**src/common/hub_pkg.sv**
```systemverilog
// ---------------------------------------------------------------------------
// sizes and AXI response codes shared by the register hub
// ---------------------------------------------------------------------------

`default_nettype none

package hub_pkg;

    // number of AXI4-Lite requesters sharing the bank
    localparam int NUM_PORTS = 3;

    // AXI4-Lite address and data widths
    localparam int ADDR_WIDTH = 32;
    localparam int DATA_WIDTH = 32;

    // one strobe bit per data byte
    localparam int STRB_WIDTH = DATA_WIDTH / 8;

    // the bank holds eight words, so byte addresses 0 to 31 are legal
    localparam int NUM_REGS = 8;
    localparam int REG_INDEX_WIDTH = 3;

    // ------------------------------------------------------------------------
    // AXI response codes
    // ------------------------------------------------------------------------

    // normal completion
    localparam logic [1:0] RESP_OKAY = 2'd0;

    // address outside the bank
    localparam logic [1:0] RESP_SLVERR = 2'd2;

endpackage

`default_nettype wire

```
**src/rtl/axil_port.sv**
```systemverilog
// ---------------------------------------------------------------------------
// per-requester AXI4-Lite slave that captures one transaction, raises a
// request towards the arbiter and returns the bank's answer
// ---------------------------------------------------------------------------

`timescale 1ns/10ps
`default_nettype none

module axil_port (
    input  logic                           clock,
    input  logic                           rst_n,

    // write address and write data
    input  logic                           awvalid,
    output logic                           awready,
    input  logic [hub_pkg::ADDR_WIDTH-1:0] awaddr,
    input  logic                           wvalid,
    output logic                           wready,
    input  logic [hub_pkg::DATA_WIDTH-1:0] wdata,
    input  logic [hub_pkg::STRB_WIDTH-1:0] wstrb,

    // write response
    output logic                           bvalid,
    input  logic                           bready,
    output logic [1:0]                     bresp,

    // read address
    input  logic                           arvalid,
    output logic                           arready,
    input  logic [hub_pkg::ADDR_WIDTH-1:0] araddr,

    // read data
    output logic                           rvalid,
    input  logic                           rready,
    output logic [hub_pkg::DATA_WIDTH-1:0] rdata,
    output logic [1:0]                     rresp,

    // held transaction towards the arbiter and the bank
    output logic                           request,
    output logic                           is_write,
    output logic [hub_pkg::ADDR_WIDTH-1:0] addr,
    output logic [hub_pkg::DATA_WIDTH-1:0] wr_data,
    output logic [hub_pkg::STRB_WIDTH-1:0] wr_strb,

    // completion from the bank
    input  logic                           done,
    input  logic [hub_pkg::DATA_WIDTH-1:0] done_rdata,
    input  logic                           done_err
);

    import hub_pkg::*;

    typedef enum logic [1:0] {
        ST_IDLE    = 2'd0,
        ST_PENDING = 2'd1,
        ST_RESPOND = 2'd2
    } state_t;

    state_t     state;
    logic       write_valid;
    logic       write_fire;
    logic       read_fire;
    logic       resp_taken;
    logic [1:0] resp;

    // ------------------------------------------------------------------------
    // acceptance
    // ------------------------------------------------------------------------

    // a write needs address and data together, and it wins over a read
    assign write_valid = awvalid & wvalid;
    assign write_fire  = (state == ST_IDLE) & write_valid;
    assign read_fire   = (state == ST_IDLE) & arvalid & ~write_valid;

    // both write channels handshake in the same cycle
    assign awready = write_fire;
    assign wready  = write_fire;
    assign arready = read_fire;

    // the request is decoded from the state register, so it rises one edge
    // after acceptance
    assign request = (state == ST_PENDING);

    // ------------------------------------------------------------------------
    // response
    // ------------------------------------------------------------------------

    assign bvalid = (state == ST_RESPOND) & is_write;
    assign rvalid = (state == ST_RESPOND) & ~is_write;
    assign bresp  = resp;
    assign rresp  = resp;

    // the response leaves on the handshake of whichever channel is in use
    assign resp_taken = (bvalid & bready) | (rvalid & rready);

    always_ff @(posedge clock or negedge rst_n) begin
        if (!rst_n) begin
            state <= ST_IDLE;
        end else begin
            case (state)
                ST_IDLE: begin
                    if (write_fire || read_fire) begin
                        state <= ST_PENDING;
                    end
                end
                ST_PENDING: begin
                    if (done) begin
                        state <= ST_RESPOND;
                    end
                end
                ST_RESPOND: begin
                    if (resp_taken) begin
                        state <= ST_IDLE;
                    end
                end
                default: begin
                    state <= ST_IDLE;
                end
            endcase
        end
    end

    // transaction fields and the captured answer stay stable until replaced
    always_ff @(posedge clock) begin
        if (write_fire) begin
            is_write <= 1'b1;
            addr     <= awaddr;
            wr_data  <= wdata;
            wr_strb  <= wstrb;
        end else if (read_fire) begin
            is_write <= 1'b0;
            addr     <= araddr;
        end
        if (done) begin
            rdata <= done_rdata;
            resp  <= done_err ? RESP_SLVERR : RESP_OKAY;
        end
    end

endmodule

`default_nettype wire

```
**src/rtl/reg_bank.sv**
```systemverilog
// ---------------------------------------------------------------------------
// eight-word register bank with byte strobes, word decode and range error
// ---------------------------------------------------------------------------

`timescale 1ns/10ps
`default_nettype none

module reg_bank (
    input  logic                           clock,
    input  logic                           rst_n,
    input  logic                           access,
    input  logic                           is_write,
    input  logic [hub_pkg::ADDR_WIDTH-1:0] addr,
    input  logic [hub_pkg::DATA_WIDTH-1:0] wr_data,
    input  logic [hub_pkg::STRB_WIDTH-1:0] wr_strb,
    output logic [hub_pkg::DATA_WIDTH-1:0] rd_data,
    output logic                           err
);

    import hub_pkg::*;

    logic [DATA_WIDTH-1:0]      regs [NUM_REGS];
    logic [REG_INDEX_WIDTH-1:0] index;
    logic                       write_en;

    // ------------------------------------------------------------------------
    // decode
    // ------------------------------------------------------------------------

    // byte address bits 4 to 2 pick the word; the low two bits are ignored
    assign index = addr[REG_INDEX_WIDTH+1:2];

    // anything past the last word of the bank is an error
    assign err = (addr >= ADDR_WIDTH'(NUM_REGS * STRB_WIDTH));

    // an erroring access must leave every register untouched
    assign write_en = access & is_write & ~err;

    // ------------------------------------------------------------------------
    // read path
    // ------------------------------------------------------------------------

    // reads are combinational so the answer is ready in the access cycle
    assign rd_data = err ? '0 : regs[index];

    // ------------------------------------------------------------------------
    // write path
    // ------------------------------------------------------------------------

    always_ff @(posedge clock or negedge rst_n) begin
        if (!rst_n) begin
            for (int r = 0; r < NUM_REGS; r++) begin
                regs[r] <= '0;
            end
        end else if (write_en) begin
            // only the bytes with their strobe set take the new value
            for (int b = 0; b < STRB_WIDTH; b++) begin
                if (wr_strb[b]) begin
                    regs[index][8*b +: 8] <= wr_data[8*b +: 8];
                end
            end
        end
    end

endmodule

`default_nettype wire

```
**src/rtl/rr_arbiter.sv**
```systemverilog
// ---------------------------------------------------------------------------
// round-robin arbiter built from a masked and a raw lowest-index pick,
// with the grant held in a register
// ---------------------------------------------------------------------------

`timescale 1ns/10ps
`default_nettype none

module rr_arbiter #(
    parameter int WORD_WIDTH = 3
) (
    input  logic                  clock,
    input  logic                  rst_n,
    input  logic [WORD_WIDTH-1:0] requests,
    output logic [WORD_WIDTH-1:0] grant
);

    logic [WORD_WIDTH-1:0] raw_pick;
    logic [WORD_WIDTH-1:0] mask;
    logic [WORD_WIDTH-1:0] requests_masked;
    logic [WORD_WIDTH-1:0] masked_pick;

    // ------------------------------------------------------------------------
    // raw pick
    // ------------------------------------------------------------------------

    // two's complement isolates the lowest set bit, so bit 0 wins first
    assign raw_pick = requests & (~requests + WORD_WIDTH'(1));

    // ------------------------------------------------------------------------
    // masked pick
    // ------------------------------------------------------------------------

    // thermometer mask covering the last granted index and everything above
    // it. A zero grant wraps to all ones and the inversion clears the mask
    assign mask = ~(grant - WORD_WIDTH'(1));

    // the holder stays inside the mask, so it keeps the grant while it asks
    assign requests_masked = requests & mask;

    assign masked_pick = requests_masked & (~requests_masked + WORD_WIDTH'(1));

    // ------------------------------------------------------------------------
    // grant register
    // ------------------------------------------------------------------------

    // when nothing at or above the last grant is left, fall back to the raw
    // pick so the rotation restarts from index 0
    always_ff @(posedge clock or negedge rst_n) begin
        if (!rst_n) begin
            grant <= '0;
        end else if (masked_pick == '0) begin
            grant <= raw_pick;
        end else begin
            grant <= masked_pick;
        end
    end

endmodule

`default_nettype wire

```
**src/rtl/shared_reg_hub.sv**
```systemverilog
// ---------------------------------------------------------------------------
// top level of the hub: one AXI4-Lite port per requester, the round-robin
// arbiter, the grant mux and the shared register bank
// ---------------------------------------------------------------------------

`timescale 1ns/10ps
`default_nettype none

module shared_reg_hub (
    input  logic                                                 clock,
    input  logic                                                 rst_n,

    // write address and write data, one lane per requester
    input  logic [hub_pkg::NUM_PORTS-1:0]                        awvalid,
    output logic [hub_pkg::NUM_PORTS-1:0]                        awready,
    input  logic [hub_pkg::NUM_PORTS-1:0][hub_pkg::ADDR_WIDTH-1:0] awaddr,
    input  logic [hub_pkg::NUM_PORTS-1:0]                        wvalid,
    output logic [hub_pkg::NUM_PORTS-1:0]                        wready,
    input  logic [hub_pkg::NUM_PORTS-1:0][hub_pkg::DATA_WIDTH-1:0] wdata,
    input  logic [hub_pkg::NUM_PORTS-1:0][hub_pkg::STRB_WIDTH-1:0] wstrb,

    // write response
    output logic [hub_pkg::NUM_PORTS-1:0]                        bvalid,
    input  logic [hub_pkg::NUM_PORTS-1:0]                        bready,
    output logic [hub_pkg::NUM_PORTS-1:0][1:0]                   bresp,

    // read address
    input  logic [hub_pkg::NUM_PORTS-1:0]                        arvalid,
    output logic [hub_pkg::NUM_PORTS-1:0]                        arready,
    input  logic [hub_pkg::NUM_PORTS-1:0][hub_pkg::ADDR_WIDTH-1:0] araddr,

    // read data
    output logic [hub_pkg::NUM_PORTS-1:0]                        rvalid,
    input  logic [hub_pkg::NUM_PORTS-1:0]                        rready,
    output logic [hub_pkg::NUM_PORTS-1:0][hub_pkg::DATA_WIDTH-1:0] rdata,
    output logic [hub_pkg::NUM_PORTS-1:0][1:0]                   rresp
);

    import hub_pkg::*;

    // held transactions of every port
    logic [NUM_PORTS-1:0]                 port_request;
    logic [NUM_PORTS-1:0]                 port_is_write;
    logic [NUM_PORTS-1:0][ADDR_WIDTH-1:0] port_addr;
    logic [NUM_PORTS-1:0][DATA_WIDTH-1:0] port_wr_data;
    logic [NUM_PORTS-1:0][STRB_WIDTH-1:0] port_wr_strb;

    // arbitration and completion
    logic [NUM_PORTS-1:0]                 grant;
    logic [NUM_PORTS-1:0]                 done;
    logic                                 access;

    // fields of the granted port as seen by the bank
    logic                                 sel_is_write;
    logic [ADDR_WIDTH-1:0]                sel_addr;
    logic [DATA_WIDTH-1:0]                sel_wr_data;
    logic [STRB_WIDTH-1:0]                sel_wr_strb;
    logic [DATA_WIDTH-1:0]                bank_rdata;
    logic                                 bank_err;

    // ------------------------------------------------------------------------
    // requester ports
    // ------------------------------------------------------------------------

    for (genvar i = 0; i < NUM_PORTS; i++) begin : g_port
        axil_port axil_port_inst (
            .clock      (clock),
            .rst_n      (rst_n),
            .awvalid    (awvalid[i]),
            .awready    (awready[i]),
            .awaddr     (awaddr[i]),
            .wvalid     (wvalid[i]),
            .wready     (wready[i]),
            .wdata      (wdata[i]),
            .wstrb      (wstrb[i]),
            .bvalid     (bvalid[i]),
            .bready     (bready[i]),
            .bresp      (bresp[i]),
            .arvalid    (arvalid[i]),
            .arready    (arready[i]),
            .araddr     (araddr[i]),
            .rvalid     (rvalid[i]),
            .rready     (rready[i]),
            .rdata      (rdata[i]),
            .rresp      (rresp[i]),
            .request    (port_request[i]),
            .is_write   (port_is_write[i]),
            .addr       (port_addr[i]),
            .wr_data    (port_wr_data[i]),
            .wr_strb    (port_wr_strb[i]),
            .done       (done[i]),
            .done_rdata (bank_rdata),
            .done_err   (bank_err)
        );
    end

    // ------------------------------------------------------------------------
    // arbitration
    // ------------------------------------------------------------------------

    rr_arbiter #(
        .WORD_WIDTH (NUM_PORTS)
    ) rr_arbiter_inst (
        .clock      (clock),
        .rst_n      (rst_n),
        .requests   (port_request),
        .grant      (grant)
    );

    // a grant only counts while its holder still requests. This drops the
    // stale grant left for one cycle after the holder has been served
    assign done   = grant & port_request;
    assign access = |done;

    // ------------------------------------------------------------------------
    // grant mux
    // ------------------------------------------------------------------------

    // the grant is one-hot or zero, so an AND-OR selection is enough
    always_comb begin
        sel_is_write = 1'b0;
        sel_addr     = '0;
        sel_wr_data  = '0;
        sel_wr_strb  = '0;
        for (int i = 0; i < NUM_PORTS; i++) begin
            if (grant[i]) begin
                sel_is_write = sel_is_write | port_is_write[i];
                sel_addr     = sel_addr | port_addr[i];
                sel_wr_data  = sel_wr_data | port_wr_data[i];
                sel_wr_strb  = sel_wr_strb | port_wr_strb[i];
            end
        end
    end

    // ------------------------------------------------------------------------
    // register bank
    // ------------------------------------------------------------------------

    reg_bank reg_bank_inst (
        .clock    (clock),
        .rst_n    (rst_n),
        .access   (access),
        .is_write (sel_is_write),
        .addr     (sel_addr),
        .wr_data  (sel_wr_data),
        .wr_strb  (sel_wr_strb),
        .rd_data  (bank_rdata),
        .err      (bank_err)
    );

endmodule

`default_nettype wire
```
**config.mk**
```make
export PLATFORM = sky130hd
export DESIGN_NAME = shared_reg_hub
export DESIGN_NICKNAME = d
export VERILOG_FILES = /design/src/common/hub_pkg.sv /design/src/rtl/axil_port.sv /design/src/rtl/reg_bank.sv /design/src/rtl/rr_arbiter.sv /design/src/rtl/shared_reg_hub.sv
export SDC_FILE = /design/constraint.sdc
export NUM_CORES = 1
export LEC_CHECK = 0
export BUFFER_PORTS_ARGS = -buffer_cell sky130_fd_sc_hd__buf_2
export CORE_MARGIN = 5
export CORE_UTILIZATION = 25
export CTS_BUF_LIST = sky130_fd_sc_hd__clkbuf_8 sky130_fd_sc_hd__clkbuf_16
export DETAILED_ROUTE_END_ITERATION = 16
export MAX_ROUTING_LAYER = met4
export SLEW_MARGIN = 0
export SYNTH_ARGS = -nofsm -noshare
export SYNTH_HDL_FRONTEND = slang
export SYNTH_SLANG_ARGS = --single-unit
```
**constraint.sdc**
```tcl
create_clock -name clock -period 4.22 [get_ports clock]
set_input_delay 0.633 -clock clock [delete_from_list [all_inputs] [get_ports clock]]
set_output_delay 0.633 -clock clock [all_outputs]
set_load 0.02 [all_outputs]
```
==> qor.txt <==
status -> complete, no violations
dpl hpwl -> 52760 microns
H-tree depth -> 3
RSZ-0062 raised after global routing -> false
total core area -> 94590 sq um
Total Routed Length -> 73390 microns
total CTS buffers -> 66
overall global routing resource usage -> 0.1462
Peak VDD IR -> 0.0003371 V
cts repair resizes -> 0
crit path max fanout -> 17
CP endpoint kind -> register
initial antenna violation count -> 5
post-synthesis sequential area ratio -> 0.6585
cell accounting for the most synthesized area -> edfxtp_1
post-synthesis async set-or-reset flop share -> 0.4690
mean routed wirelength per cell -> 20.45 microns
leakage -> 0.01335 uW
Inst Count DP -> 3460
Worst Setup Path Type -> reg -> reg
Max Cap Viol -> 0
Synth Instances -> 1790
Syn Area/Cell -> 13.24 sq um
Initial Util -> 0.2506
CTS tree -> built
Area contributors post-synth -> edfxtp_1, dfrtp_1, mux2_2
Final Non-Filler Cells -> 3589
Worst slew margin -> 0.1858
Hold Fails Final Rpt -> 0
Ys Warns -> 0
Synth top cells by count -> nand2_1, edfxtp_1, dfrtp_1
clk sinks -> 565
share of layout cells above drive strength 1 -> 0.3869
Die W -> 317.9 microns
final hold slack -> 0.03633 ns
vias per inst -> 4.464
First-pass DRT Iterations -> 6
area of the multi-input gates -> 7624 sq um
worst-margin pin slew -> 1.218 ns
PD cells -> 705.3 nW/um^2
Nets -> 2581
Cell variety after synth -> 51
Startpoint Class -> register
GP Congestion -> 0.9000
Hold/Removal Path Class -> in -> async
CTS root buffer -> clkbuf_16
Post-synth EDFFs -> 297
Final setup viols -> 0
DR vias -> 16021
IO Port Bufs -> 421
postcts setup bufs -> 0
number of global-route vias before repair -> 16600
Rows -> 113
largest net degree at the start of global routing -> 88
required time of the critical path -> 4.70 ns
top-count cell post-synth -> nand2_1
# fillers -> 9486
Reg area -> 15610 sq um
max-slew violations -> 0
fmax -> 288.0 MHz
quantity of hold-fixing buffers added after cts -> 0
Area Overhead vs Synth -> 26.41%
CP arrival -> 3.95 ns
die area -> 101100 sq um
Final period util -> 0.8228
Detail Route Antenna Nets -> 0
TNS Setup -> 0 ns
Clock transition at path regs -> 0.06 ns
# IOs -> 440
predominant post-synthesis flop cell -> edfxtp_1
GRT overflow -> 0
Clock Skew -> 0.04535 ns
Synth top area share -> 0.3762
later-pin clock latency in the skew report -> 0.64 ns
Min Clock Period, post-route -> 3.472 ns
die height -> 317.9 microns
DRC violations left -> 0
synthesized area -> 23710 sq um
first-pass GRT wire length -> 108100 microns
DRT iter0 DRCs -> 1111
clk buf depth -> 3
Synth Register Bits -> 565
-- cell usage in the layout, fill, tap and decap left out, types with 17 or more instances in the layout --
master       n
nand2_1    474
buf_2      420
edfxtp_1   297
dfrtp_1    262
mux2_2     226
buf_4       75
nand3_1     69
clkbuf_16   67
nor2_1      44
a22oi_1     35
o211ai_1    30
o221ai_1    25
o22ai_1     23
mux2_1      22
nor4_1      18
nor2_4      17
-- flip-flops by register name (all words and copies together) (netlist names) --
signal,flops
reg_bank_inst.regs,256
g_port.axil_port_inst.state,6
g_port.axil_port_inst.bresp,3
g_port.axil_port_inst.addr,90
g_port.axil_port_inst.is_write,3
g_port.axil_port_inst.wr_data,96
g_port.axil_port_inst.rdata,96
g_port.axil_port_inst.wr_strb,12
rr_arbiter_inst.grant,3
-- cell families (layout without fill, tap and decap cells) --
logic type                 Yosys count  count (layout)  synth area share
muxes                              256             256            0.1229
xor gates and xnor gates             1               1         0.0003695
DFF                                565             565            0.6585
AOI/OAI and AO/OA                  186             186           0.06197
other                                1              14         0.0001582
buffers and inverters              108             629           0.02180
and+or+nand+nor                    672             672            0.1338
adders and majority gates            1               1         0.0005277
-- stage by stage --
step | cell area, sq um | util | worst slack [ns] | total power, uW
2_1_floorplan | 23720 | - | 1.098 | 12010
3_3_place_gp | 27590 | 0.2917 | 0.7560 | 15250
3_5_place_dp | 27590 | 0.2917 | 0.7064 | 15320
4_1_cts | 29950 | 0.3166 | 0.6721 | 21430
5_1_grt | 29960 | 0.3167 | 0.5818 | 22260
6_report | 29970 | 0.3168 | 0.7478 | 21130
-- final timing paths --
| path | startpoint | endpoint | slack, ns | depth (start not counted) |
|---|---|---|---|---|
| min in group clock | wdata[14] | g_port[0].axil_port_inst.wr_data[14] | 0.17 | 1 |
| worst min register to register | reg_bank_inst.regs[66] | reg_bank_inst.regs[66] | 0.48 | 1 |
| worst max register to register | rr_arbiter_inst.grant[0] | reg_bank_inst.regs[206] | 0.75 | 6 |
| max in group asynchronous | rst_n | reg_bank_inst.regs[87] | 3.07 | 2 |
| worst min-delay path | rst_n | reg_bank_inst.regs[201] | 0.04 | 1 |
| worst max-delay path | rr_arbiter_inst.grant[0] | reg_bank_inst.regs[206] | 0.75 | 6 |
-- critical path, stage by stage (launching register included) --
cell and delay [ns]:
dfrtp_2 0.55, a22oi_1 0.26, and2_1 0.60, buf_4 0.40, nand3_1 0.56, nor2_4 0.55, mux2_2 0.38
-- layout make-up --
type                    count  area share
flip-flops and latches    565      0.5211
multi-input cells        1122      0.2544
repair buffers            499     0.09144
clock buffers              71     0.05779
well taps                1265     0.05282
clock inverters            50     0.02067
inverters                   9    0.001127
diodes                      8   0.0006681
-- metal layers --
metal	global-route usage	up-vias	wire length (microns)
li1	-	7443	-
met2	0.2372	595	35170
met5	-	-	0
met4	0.04693	0	2327
met3	0.02894	119	4520
met1	0.1853	7864	31370
-- power by group --
| part | switching, uW | leakage, uW | internal (uW) |
|---|---|---|---|
| Combinational | 4990 | 0.00572 | 2150 |
| Sequential | 523 | 0.00647 | 7460 |
| Clock | 2430 | 0.00116 | 3590 |
Power figures use the tool's default switching activity.
